$ cat src/rtl/n64_glue_params.svh
//======================================================================
// Shared constants for the loader and board glue around the N64 core
// Include wherever widths, index codes or table values are needed
//======================================================================
`ifndef N64_GLUE_PARAMS_SVH
`define N64_GLUE_PARAMS_SVH

// Bus widths
`define N64_IOCTL_ADDR_W 27
`define N64_IOCTL_DATA_W 16
`define N64_INDEX_W 8
`define N64_WORD_W 32
`define N64_PIF_ADDR_W 10
`define N64_AR_COORD_W 12
`define N64_AR_OUT_W 13
`define N64_USER_PIN_W 7

// Download index codes, low 6 index bits
`define N64_IDX_PIF 6'd0
`define N64_IDX_CART 6'd1
`define N64_IDX_GB 6'd2

// SDRAM byte address of the GB cartridge image
`define N64_GB_BASE 27'd8388608

// User port pins per pad
`define N64_PIN_PAD0 3'd1
`define N64_PIN_PAD1 3'd0
`define N64_PIN_PAD2 3'd5
`define N64_PIN_PAD3 3'd4
`define N64_PIN_HIGH_MASK 7'b1001100

// Aspect ratio table
`define N64_AR_DEF_X 12'd4
`define N64_AR_DEF_Y 12'd3
`define N64_AR_NTSC_X0 12'd512
`define N64_AR_NTSC_Y0 12'd381
`define N64_AR_NTSC_X1 12'd1280
`define N64_AR_NTSC_Y1 12'd889
`define N64_AR_NTSC_X2 12'd2560
`define N64_AR_NTSC_Y2 12'd1714
`define N64_AR_PAL_X0 12'd512
`define N64_AR_PAL_Y0 12'd387
`define N64_AR_PAL_X1 12'd1024
`define N64_AR_PAL_Y1 12'd731
`define N64_AR_PAL_X2 12'd2048
`define N64_AR_PAL_Y2 12'd1419

`endif

$ cat src/rtl/n64_glue_pkg.sv
//======================================================================
// Types shared by the glue blocks: vectors, bus structs, loader FSM
//======================================================================
`include "n64_glue_params.svh"

package n64_glue_pkg;

	typedef logic [`N64_IOCTL_ADDR_W-1:0] ioctl_addr_t;
	typedef logic [`N64_IOCTL_DATA_W-1:0] ioctl_data_t;
	typedef logic [`N64_WORD_W-1:0]       word_t;
	typedef logic [`N64_PIF_ADDR_W-1:0]   pif_addr_t;
	typedef logic [`N64_AR_COORD_W-1:0]   ar_coord_t;
	typedef logic [`N64_AR_OUT_W-1:0]     ar_out_t;
	typedef logic [1:0]                   pad_idx_t;
	typedef logic [`N64_USER_PIN_W-1:0]   user_pins_t;

	// Host download stream
	typedef struct packed {
		logic                    download;
		logic [`N64_INDEX_W-1:0] index;
		ioctl_addr_t             addr;
		ioctl_data_t             data;
		logic                    wr;
	} ioctl_bus_t;

	// Boot ROM write port
	typedef struct packed {
		logic      wren;
		pif_addr_t addr;
		word_t     data;
	} pif_wr_t;

	// SDRAM write request
	typedef struct packed {
		logic        req;
		ioctl_addr_t addr;
		word_t       data;
	} ram_wr_t;

	// Video settings from the menu
	typedef struct packed {
		logic       is_pal;
		logic [1:0] crop;
		logic [1:0] aspect_mode;
		logic       blanks_fixed_off;
		logic       direct_fb;
	} video_cfg_t;

	typedef enum logic [1:0] {
		CART_IDLE,
		CART_HALF,
		CART_WAIT
	} cart_state_t;

endpackage

$ cat src/rtl/aspect_ratio.sv
//======================================================================
// Video aspect ratio from region, vertical crop and aspect mode
//======================================================================
`timescale 1ns/1ps
`include "n64_glue_params.svh"

module aspect_ratio
	import n64_glue_pkg::*;
(
	input  logic       clk_1x,
	input  logic       RESET,
	input  video_cfg_t cfg,
	output ar_out_t    video_arx,
	output ar_out_t    video_ary
);

	ar_coord_t core_x;
	ar_coord_t core_y;
	ar_coord_t core_x_nxt;
	ar_coord_t core_y_nxt;
	ar_out_t   arx_q;
	ar_out_t   ary_q;

	// Core ratio, crop 3 keeps the old one
	always_comb begin
		core_x_nxt = core_x;
		core_y_nxt = core_y;
		if (cfg.blanks_fixed_off || cfg.direct_fb) begin
			core_x_nxt = `N64_AR_DEF_X;
			core_y_nxt = `N64_AR_DEF_Y;
		end else if (cfg.is_pal) begin
			case (cfg.crop)
				2'd0: begin
					core_x_nxt = `N64_AR_PAL_X0;
					core_y_nxt = `N64_AR_PAL_Y0;
				end
				2'd1: begin
					core_x_nxt = `N64_AR_PAL_X1;
					core_y_nxt = `N64_AR_PAL_Y1;
				end
				2'd2: begin
					core_x_nxt = `N64_AR_PAL_X2;
					core_y_nxt = `N64_AR_PAL_Y2;
				end
				default: ;
			endcase
		end else begin
			case (cfg.crop)
				2'd0: begin
					core_x_nxt = `N64_AR_NTSC_X0;
					core_y_nxt = `N64_AR_NTSC_Y0;
				end
				2'd1: begin
					core_x_nxt = `N64_AR_NTSC_X1;
					core_y_nxt = `N64_AR_NTSC_Y1;
				end
				2'd2: begin
					core_x_nxt = `N64_AR_NTSC_X2;
					core_y_nxt = `N64_AR_NTSC_Y2;
				end
				default: ;
			endcase
		end
	end

	// Modes 1..3 pass the scaler code, ary zero
	always_ff @(posedge clk_1x) begin
		if (!RESET) begin
			core_x <= `N64_AR_DEF_X;
			core_y <= `N64_AR_DEF_Y;
			arx_q  <= {1'b0, `N64_AR_DEF_X};
			ary_q  <= {1'b0, `N64_AR_DEF_Y};
		end else begin
			core_x <= core_x_nxt;
			core_y <= core_y_nxt;
			if (cfg.aspect_mode == 2'd0) begin
				arx_q <= {1'b0, core_x_nxt};
				ary_q <= {1'b0, core_y_nxt};
			end else begin
				arx_q <= {11'd0, cfg.aspect_mode - 2'd1};
				ary_q <= '0;
			end
		end
	end

	assign video_arx = arx_q;
	assign video_ary = ary_q;

endmodule

$ cat src/rtl/cart_loader.sv
//======================================================================
// Cartridge download: loaded flag, ROM copy start and GB image writes
// GB halves go to SDRAM as 32-bit words, host stalls via ioctl_wait
//======================================================================
`timescale 1ns/1ps
`include "n64_glue_params.svh"

module cart_loader
	import n64_glue_pkg::*;
(
	input  logic        clk_1x,
	input  logic        RESET,
	input  ioctl_bus_t  ioctl,
	output ram_wr_t     ram_wr,
	input  logic        ram_ready,
	output logic        ioctl_wait,
	output logic        cart_loaded,
	output logic        romcopy_start,
	output ioctl_addr_t romcopy_size
);

	logic        n64_active;
	logic        gb_active;
	logic        download_q;
	logic        loaded_q;
	logic        start_q;
	logic        cart_end;
	ioctl_addr_t size_q;
	cart_state_t state;
	logic        req_q;
	ioctl_addr_t wr_addr_q;
	word_t       wr_data_q;
	logic        even_wr;
	logic        odd_wr;

	// N64 download just ended
	assign cart_end = !ioctl.download && download_q && (ioctl.index[5:0] == `N64_IDX_CART);

	assign even_wr = gb_active && ioctl.wr && !ioctl.addr[1];
	assign odd_wr  = gb_active && ioctl.wr && ioctl.addr[1];

	//==================================================================
	// N64 cartridge
	//==================================================================
	always_ff @(posedge clk_1x) begin
		if (!RESET) begin
			n64_active <= 1'b0;
			gb_active  <= 1'b0;
			download_q <= 1'b0;
			loaded_q   <= 1'b0;
			start_q    <= 1'b0;
		end else begin
			n64_active <= ioctl.download && (ioctl.index[5:0] == `N64_IDX_CART);
			gb_active  <= ioctl.download && (ioctl.index[5:0] == `N64_IDX_GB);
			download_q <= ioctl.download;
			start_q    <= cart_end;
			// Sticky until reset
			if (n64_active)
				loaded_q <= 1'b1;
		end
	end

	// Last address is the image size
	always_ff @(posedge clk_1x) begin
		if (cart_end)
			size_q <= ioctl.addr;
	end

	//==================================================================
	// GB transfer cartridge
	//==================================================================
	always_ff @(posedge clk_1x) begin
		if (!RESET) begin
			state <= CART_IDLE;
			req_q <= 1'b0;
		end else begin
			req_q <= 1'b0;
			if (!gb_active) begin
				state <= CART_IDLE;
			end else begin
				case (state)
					CART_IDLE, CART_HALF: begin
						if (odd_wr) begin
							state <= CART_WAIT;
							req_q <= 1'b1;
						end else if (even_wr) begin
							state <= CART_HALF;
						end
					end
					CART_WAIT: begin
						if (ram_ready)
							state <= CART_IDLE;
					end
					default: state <= CART_IDLE;
				endcase
			end
		end
	end

	// Halves are captured outside the stall only
	always_ff @(posedge clk_1x) begin
		if (state != CART_WAIT) begin
			if (even_wr) begin
				wr_data_q[15:0] <= ioctl.data;
				wr_addr_q       <= ioctl.addr + `N64_GB_BASE;
			end
			if (odd_wr)
				wr_data_q[31:16] <= ioctl.data;
		end
	end

	assign ram_wr        = '{req: req_q, addr: wr_addr_q, data: wr_data_q};
	assign ioctl_wait    = (state == CART_WAIT);
	assign cart_loaded   = loaded_q;
	assign romcopy_start = start_q;
	assign romcopy_size  = size_q;

endmodule

$ cat src/rtl/n64_glue_top.sv
//======================================================================
// Glue top level: boot ROM loader, cart loader, aspect and SNAC pins
//======================================================================
`timescale 1ns/1ps
`include "n64_glue_params.svh"

module n64_glue_top
	import n64_glue_pkg::*;
(
	input  logic        clk_1x,
	input  logic        RESET,
	// Host download
	input  ioctl_bus_t  ioctl,
	output logic        ioctl_wait,
	output pif_wr_t     pif_wr,
	// SDRAM and core
	output ram_wr_t     ram_wr,
	input  logic        ram_ready,
	output logic        cart_loaded,
	output logic        romcopy_start,
	output ioctl_addr_t romcopy_size,
	// Video
	input  video_cfg_t  cfg,
	output ar_out_t     video_arx,
	output ar_out_t     video_ary,
	// SNAC
	input  logic        snac_en,
	input  pad_idx_t    pad_idx,
	input  logic        snac_dout,
	output logic        snac_din,
	input  user_pins_t  user_in,
	output user_pins_t  user_out
);

	pifrom_loader u_pifrom_loader (
		.clk_1x (clk_1x),
		.RESET  (RESET),
		.ioctl  (ioctl),
		.pif_wr (pif_wr)
	);

	cart_loader u_cart_loader (
		.clk_1x        (clk_1x),
		.RESET         (RESET),
		.ioctl         (ioctl),
		.ram_wr        (ram_wr),
		.ram_ready     (ram_ready),
		.ioctl_wait    (ioctl_wait),
		.cart_loaded   (cart_loaded),
		.romcopy_start (romcopy_start),
		.romcopy_size  (romcopy_size)
	);

	aspect_ratio u_aspect_ratio (
		.clk_1x    (clk_1x),
		.RESET     (RESET),
		.cfg       (cfg),
		.video_arx (video_arx),
		.video_ary (video_ary)
	);

	snac_port_mux u_snac_port_mux (
		.clk_1x    (clk_1x),
		.RESET     (RESET),
		.snac_en   (snac_en),
		.pad_idx   (pad_idx),
		.snac_dout (snac_dout),
		.snac_din  (snac_din),
		.user_in   (user_in),
		.user_out  (user_out)
	);

endmodule

$ cat src/rtl/pifrom_loader.sv
//======================================================================
// Boot ROM download, packs two host halves into one byte-swapped word
//======================================================================
`timescale 1ns/1ps
`include "n64_glue_params.svh"

module pifrom_loader
	import n64_glue_pkg::*;
(
	input  logic       clk_1x,
	input  logic       RESET,
	input  ioctl_bus_t ioctl,
	output pif_wr_t    pif_wr
);

	logic      pif_active;
	logic      wren_q;
	pif_addr_t addr_q;
	word_t     data_q;

	// Download flag and write strobe
	always_ff @(posedge clk_1x) begin
		if (!RESET) begin
			pif_active <= 1'b0;
			wren_q     <= 1'b0;
		end else begin
			pif_active <= ioctl.download && (ioctl.index[5:0] == `N64_IDX_PIF);
			wren_q     <= pif_active && ioctl.wr && ioctl.addr[1];
		end
	end

	// Word assembly, bytes swapped within each half
	always_ff @(posedge clk_1x) begin
		if (pif_active && ioctl.wr) begin
			if (!ioctl.addr[1]) begin
				data_q[31:24] <= ioctl.data[7:0];
				data_q[23:16] <= ioctl.data[15:8];
				// Index bit 6 picks the upper ROM half
				addr_q        <= {ioctl.index[6], ioctl.addr[10:2]};
			end else begin
				data_q[15:8] <= ioctl.data[7:0];
				data_q[7:0]  <= ioctl.data[15:8];
			end
		end
	end

	assign pif_wr = '{wren: wren_q, addr: addr_q, data: data_q};

endmodule

$ cat src/rtl/snac_port_mux.sv
//======================================================================
// SNAC data line routing onto the open-drain user port by pad number
//======================================================================
`timescale 1ns/1ps
`include "n64_glue_params.svh"

module snac_port_mux
	import n64_glue_pkg::*;
(
	input  logic       clk_1x,
	input  logic       RESET,
	input  logic       snac_en,
	input  pad_idx_t   pad_idx,
	input  logic       snac_dout,
	output logic       snac_din,
	input  user_pins_t user_in,
	output user_pins_t user_out
);

	logic [2:0] pad_pin;
	user_pins_t user_nxt;
	user_pins_t user_q;
	logic       din_q;

	// Pad number to pin
	always_comb begin
		case (pad_idx)
			2'd0:    pad_pin = `N64_PIN_PAD0;
			2'd1:    pad_pin = `N64_PIN_PAD1;
			2'd2:    pad_pin = `N64_PIN_PAD2;
			default: pad_pin = `N64_PIN_PAD3;
		endcase
	end

	// Unused pad pins keep their level, pins 2/3/6 stay released
	always_comb begin
		user_nxt          = user_q | `N64_PIN_HIGH_MASK;
		user_nxt[pad_pin] = snac_dout;
	end

	always_ff @(posedge clk_1x) begin
		if (!RESET) begin
			user_q <= '1;
			din_q  <= 1'b0;
		end else if (snac_en) begin
			user_q <= user_nxt;
			din_q  <= user_in[pad_pin];
		end else begin
			// All high so the port can be read
			user_q <= '1;
		end
	end

	assign user_out = user_q;
	assign snac_din = din_q;

endmodule

$ cat config.mk
export PLATFORM = sky130hd
export DESIGN_NAME = n64_glue_top
export DESIGN_NICKNAME = d
export VERILOG_FILES = /design/src/rtl/n64_glue_pkg.sv /design/src/rtl/aspect_ratio.sv /design/src/rtl/cart_loader.sv /design/src/rtl/n64_glue_top.sv /design/src/rtl/pifrom_loader.sv /design/src/rtl/snac_port_mux.sv
export VERILOG_INCLUDE_DIRS = /design/src /design/src/rtl
export SDC_FILE = /design/constraint.sdc
export NUM_CORES = 1
export LEC_CHECK = 0
export BUFFER_PORTS_ARGS = -buffer_cell sky130_fd_sc_hd__buf_2
export CAP_MARGIN = 20
export CORE_UTILIZATION = 40
export CTS_BUF_LIST = sky130_fd_sc_hd__clkbuf_16
export DETAILED_ROUTE_END_ITERATION = 10
export GPL_ROUTABILITY_DRIVEN = 0
export GPL_TIMING_DRIVEN = 0
export PLACE_DENSITY = 0.74
export RECOVER_POWER = 100
export SYNTH_ARGS = -nofsm -noshare
export SYNTH_HDL_FRONTEND = slang
export SYNTH_SLANG_ARGS = --single-unit
$ cat constraint.sdc
create_clock -name clk_1x -period 4.35 [get_ports clk_1x]
set_input_delay 0.2175 -clock clk_1x [delete_from_list [all_inputs] [get_ports clk_1x]]
set_output_delay 0.2175 -clock clk_1x [all_outputs]
set_load 0.02 [all_outputs]
# Word level (Yosys, flattened, before mapping)

Cells that the tools add are included.
Widths: inputs -> output; s select.

Equal/unequal tests: 11
Add/subtract/negate cells: 2
$lt $le $gt $ge: 2
Reduce and logical (&&, ||, !) cells: 29
Multiplexer cells: 21
Bitwise gates (word level): 1

Operators by type and width:

| cell                   | number |
|---|---|
| $pmux 12 s3            | 4 |
| $mux 12                | 4 |
| $add 27x24->27 const B | 1 |
| $reduce_and 2->1       | 8 |
| $logic_and 1x1->1      | 11 |
| $pmux 3 s3             | 1 |
| $logic_not 2->1        | 4 |
| $mux 2                 | 4 |
| $bwmux 7               | 1 |
| $eq 2x1->1 const B     | 3 |
| $eq 2x2->1 const B     | 3 |
| $eq 6x1->1 const B     | 1 |
| $eq 6x2->1 const B     | 1 |
| $logic_not 6->1        | 1 |
| $lt 3x4->1 const B     | 1 |
| $pmux 2 s2             | 1 |
| $bmux 1 s3             | 1 |
| $demux 1 s3            | 1 |
| $ge 3x1->1 const B     | 1 |
| $mux 1                 | 3 |
| $mux 3                 | 1 |
| $ne 3x1->1 const B     | 1 |
| $reduce_and 3->1       | 1 |
| $logic_not 1->1        | 2 |
| other kinds (6)        | 6 |

Input bits: 74
Word-level logic and storage cells: 90
Output and inout port bits: 167
Flip-flop bits (word level): 196

# Depth between registers and ports, before layout

Depth in word-level cells: 7
Gate-level depth with buffers: 6
Mapped depth without buffers: 5

# Cells and area by module

Synthesis repeated with hierarchy kept, for this count alone.

Cell total of the unflattened synthesis: 370
Area, all modules: 6266.0 um^2

By module, submodules not included:

| module        | area an instance (um^2) | cells an instance | instances | seq. area each (um^2) |
|---|---|---|---|---|
| cart_loader   | 2934.1                  | 123               | 1         | 2742.6 |
| aspect_ratio  | 1694.1                  | 163               | 1         | 960.9 |
| pifrom_loader | 1357.6                  | 52                | 1         | 1301.2 |
| snac_port_mux | 280.3                   | 32                | 1         | 100.1 |

# Worst setup path before layout

No wires, ideal clock.

Kind: register -> register
From: reg u_cart_loader.state[0]
To: reg u_cart_loader.wr_addr_q[0] (enable)
Path buffers: 0
Period minus slack after synthesis: 4.176 ns
Setup time: 0.506 ns
Cell stages (with the launch flop): 4
Arrival: 3.669 ns
Setup slack: 0.174 ns
Required time: 3.844 ns
Cells stage by stage: dfxtp_1 nand2b_1 nand2_1 nor3b_1

Cells in the longest elaborated chain, start to end: 2

Ends and longest elaborated chain:

| item                       | line               | source |
|---|---|---|
| start: declaration         | cart_loader.sv:29  | `cart_state_t state;` |
| start signal: assignment   | cart_loader.sv:74  | `state <= CART_IDLE;` |
| start signal: assignment   | cart_loader.sv:79  | `state <= CART_IDLE;` |
| start signal: assignment   | cart_loader.sv:84  | `state <= CART_WAIT;` |
| $ne 2x2->1                 | cart_loader.sv:102 | `if (state != CART_WAIT) begin` |
| $reduce_and 2->1 (no line) | n/a                |  |
| end signal: assignment     | cart_loader.sv:105 | `` wr_addr_q <= ioctl.addr + `N64_GB_BASE; `` |
| end: declaration           | cart_loader.sv:31  | `ioctl_addr_t wr_addr_q;` |

No other way between the ends.
A chain may end at the register's enable or synchronous reset.

# Worst setup path after layout

From: reg u_cart_loader.state[0]
To: reg u_cart_loader.wr_addr_q[11] (enable)

The elaborated chain is that of the path after synthesis.

==> impl_metrics.ini <==
[sta]
worstMarginPinSlew_ns = 1.84
fin_crit_ns = 2.93
grt_setup_unrepaired = false
clock_skew_ns = 0.0177
setup_viol = 0
postLayoutSetupSlackWorst_ns = 1.42
final.period_utilization_pct = 67.3
max_freq_mhz = 341
hold_viol_final = 0
drv_slew = 10
max-slew-margin-rel_pct = -22.8
fin_hold_ws_ns = 0.0207

[clocking]
clock_path_buffers = 2
cts_made_buffers = 17
cts.sinks = 191
cts.clk_slew.worst_paths_ns = 0.07
clock-root-buffer = clkbuf_16
cts-resized-gates = 0
cts_tree = built
cts_hold_buf = 36
clk_latency_ns = 0.43
h-tree-depth = 4
postCtsSetupRepairBufs = 0

[min_path]
whs_path_depth = 2
min-delay-start = ioctl[45]
hp-class = input pin to flop
holdPathEnd = u_pifrom_loader.pif_active

[route]
drc = 0
routed_wl_mm = 14.0
via_count = 4002
wl_per_cell_um = 16.3
ant_nets = 0
viasPerCell = 4.65
drt_iter0_drc = 237
dr.pass1.iters = 4

[floorplanning]
die_h_um = 126
design.die.area_um2 = 16000
core_area_um2 = 15100
die-width_um = 126
ios = 241
start_util_pct = 40.9
num_rows = 45

[worst_setup_path]
worstRegToRegCells = 6
crit_required_ns = 4.49
startpoint = u_cart_loader.state[0]
rrSetupSlack_ns = 1.42
startpoint_type = flop
cp_max_fo = 13
r2r_end = u_cart_loader.wr_addr_q[11]
cp_data_arrival_time_ns = 3.07
r2r_start = u_cart_loader.state[0]
critical_path_class = flop to flop
worst_setup_path_end_kind = flop

[yosys]
syn-cell-area_um2 = 6200
synthTopCellsByArea = edfxtp_1 (62%), dfxtp_1 (20%), nor2_1 (1.9%), mux2i_1 (1.8%), ha_1 (1.2%)
synth_top_cell_area_share_pct = 62.0
postSynthCellCount = 366
synth_common_cells = edfxtp_1 (128), dfxtp_1 (63), nor2_1 (32)
ys_warn_count = 0
yosysUniqueCellTypes = 42
async_flop_share_pct = 0
avgSynthCellArea_um2 = 16.9
synth-seq-cells = 191
yosys_most_used_dff = edfxtp_1
synth_edf_count = 128
synth.most_common_cell = edfxtp_1
synth_area_leader_cell = edfxtp_1
seq_area_frac_synth_pct = 82.4

[global_routing]
grt_pass1_vias = 4038
met1_usage_pct = 18.8
use_met3_pct = 4.81
grtUsageMet2_pct = 31.4
grt_overflow = 0
grt_pass1_wl_mm = 20.7
grt_max_degree = 29
grt_use_total_pct = 17.4
grt_busiest_layer = met2
antenna_found_initial = 0

[flow_run]
drv_cap = 1

[power]
p_int_mw = 2.79
swShare_pct = 23.3
power_per_cell_area_nw_per_um2 = 437
ir_drop_mv = 0.234
power_frac_comb_pct = 4.2
switchingPower_uw = 848
clockPowerShare_pct = 42.4
seq_power_share_pct = 53.4
leakage_nw = 2.94
p_total_mw = 3.64

[final_layout]
diodes = 0
nFillCells = 1309
drive_above_1_share_pct = 10.7
area_delta_synth_final_pct = 34.5
nNetsFinal = 739

[placement]
dp_slack_ns = 2.00
port_buffers = 230
dp_hpwl_mm = 9.49

[run_status]
status = complete, but fails checks
violations = capacitance limit, slew limit
[worst max-delay path, stage by stage (launching register included)]
cell and delay, ns:
dfxtp_1 0.34, nand2b_1 0.15, nand2_1 0.08, nor3b_1 1.42, buf_8 0.26, buf_6 0.19
buf_6 0.19
[worst max path at each step]
stage	end	slack, ns	cells after the start
final	u_cart_loader.wr_addr_q[11]	1.42	6
after global routing	u_cart_loader.wr_addr_q[26]	1.28	6
after CTS	u_cart_loader.wr_addr_q[26]	2.01	6
after detailed placement	u_cart_loader.wr_addr_q[0]	2.00	6
after global placement	u_cart_loader.wr_addr_q[11]	-1.52	3
after floorplan	u_cart_loader.wr_addr_q[0]	0.17	3
[layout by cell type, fill, tap and decap left out, types with 4 or more instances in the layout]
| cell | synthesis | routed |
|---|---|---|
| nor3b_1 | 3 | 4 |
| a21oi_1 | 5 | 5 |
| nor2b_1 | 8 | 8 |
| edfxtp_1 | 128 | 128 |
| dfxtp_1 | 63 | 63 |
| inv_1 | 8 | 8 |
| conb_1 | 2 | 5 |
| nand2_1 | 12 | 12 |
| and3_1 | 9 | 9 |
| buf_2 | 6 | 24 |
| inv_8 | 0 | 5 |
| o31ai_1 | 5 | 5 |
| dlygate4sd3_1 | 0 | 37 |
| buf_4 | 7 | 7 |
| nand2b_1 | 7 | 7 |
| nand3_1 | 8 | 8 |
| clkbuf_1 | 5 | 218 |
| mux2i_1 | 11 | 11 |
| clkbuf_16 | 0 | 17 |
| nor3_1 | 4 | 4 |
| ha_1 | 6 | 6 |
| nor2_1 | 32 | 32 |
| and2_0 | 0 | 7 |
[power by group through the flow]
stage          Sequential, mW  Combinational [mW]  Clock (mW)
6_report                 1.94               0.154        1.54
5_1_grt                  1.95               0.169        1.64
4_1_cts                  1.94               0.162        1.57
3_5_place_dp             1.99               0.135           0
3_3_place_gp             1.99               0.130           0
2_1_floorplan            1.99              0.0593           0
[cell type report]
cell class              count  area, µm²  share of cell area (%)
well taps                 188        235                    2.82
inverters                   8       30.0                   0.360
clock inverters            15        173                    2.07
clock buffers              17        425                    5.11
flip-flops and latches    191       5100                    61.3
multi-input cells         151        955                    11.5
repair buffers            271       1300                    15.6
plain buffers              19        109                    1.31
[metrics by stage]
| stage | instance area [µm²] | setup TNS (ns) | std cells | util, % |
|---|---|---|---|---|
| 5_1_grt | 8330 | 0 | 860 | 55.0 |
| 6_report | 8330 | 0 | 860 | 55.0 |
| 3_3_place_gp | 7590 | -65.19 | 787 | 50.1 |
| 3_5_place_dp | 7660 | 0 | 791 | 50.6 |
| 2_1_floorplan | 6210 | 0 | 369 | - |
| 4_1_cts | 8620 | 0 | 859 | 56.9 |
[cells by family after synthesis]
group / after synthesis / share of synthesized area [%]
flops: 191 / 82.4
simple gates: 103 / 8.94
buf+inv: 27 / 2.30
compound gates: 21 / 2.26
mux: 14 / 2.50
fa+ha+maj: 6 / 1.21
other cells: 2 / 0.121
xor+xnor: 2 / 0.283
[metal layers]
metal | up-vias | share of wire [%]
met5 | - | 0
met4 | 0 | 2.3
met3 | 24 | 7.1
met2 | 179 | 51
met1 | 1902 | 39
li1 | 1897 | -
[flip-flops by register name (all words and copies together), names as in the netlist, 2 cells and up]
| signal | count |
|---|---|
| u_cart_loader.wr_data_q | 32 |
| u_cart_loader.wr_addr_q | 27 |
| u_cart_loader.state | 2 |
| u_aspect_ratio.core_y | 12 |
| u_aspect_ratio.video_ary | 12 |
| u_pifrom_loader.data_q | 32 |
| u_aspect_ratio.video_arx | 12 |
| u_cart_loader.romcopy_size | 27 |
| u_pifrom_loader.addr_q | 10 |
| u_aspect_ratio.core_x | 12 |
| u_snac_port_mux.user_out | 4 |
Power figures use the tool's default switching activity.
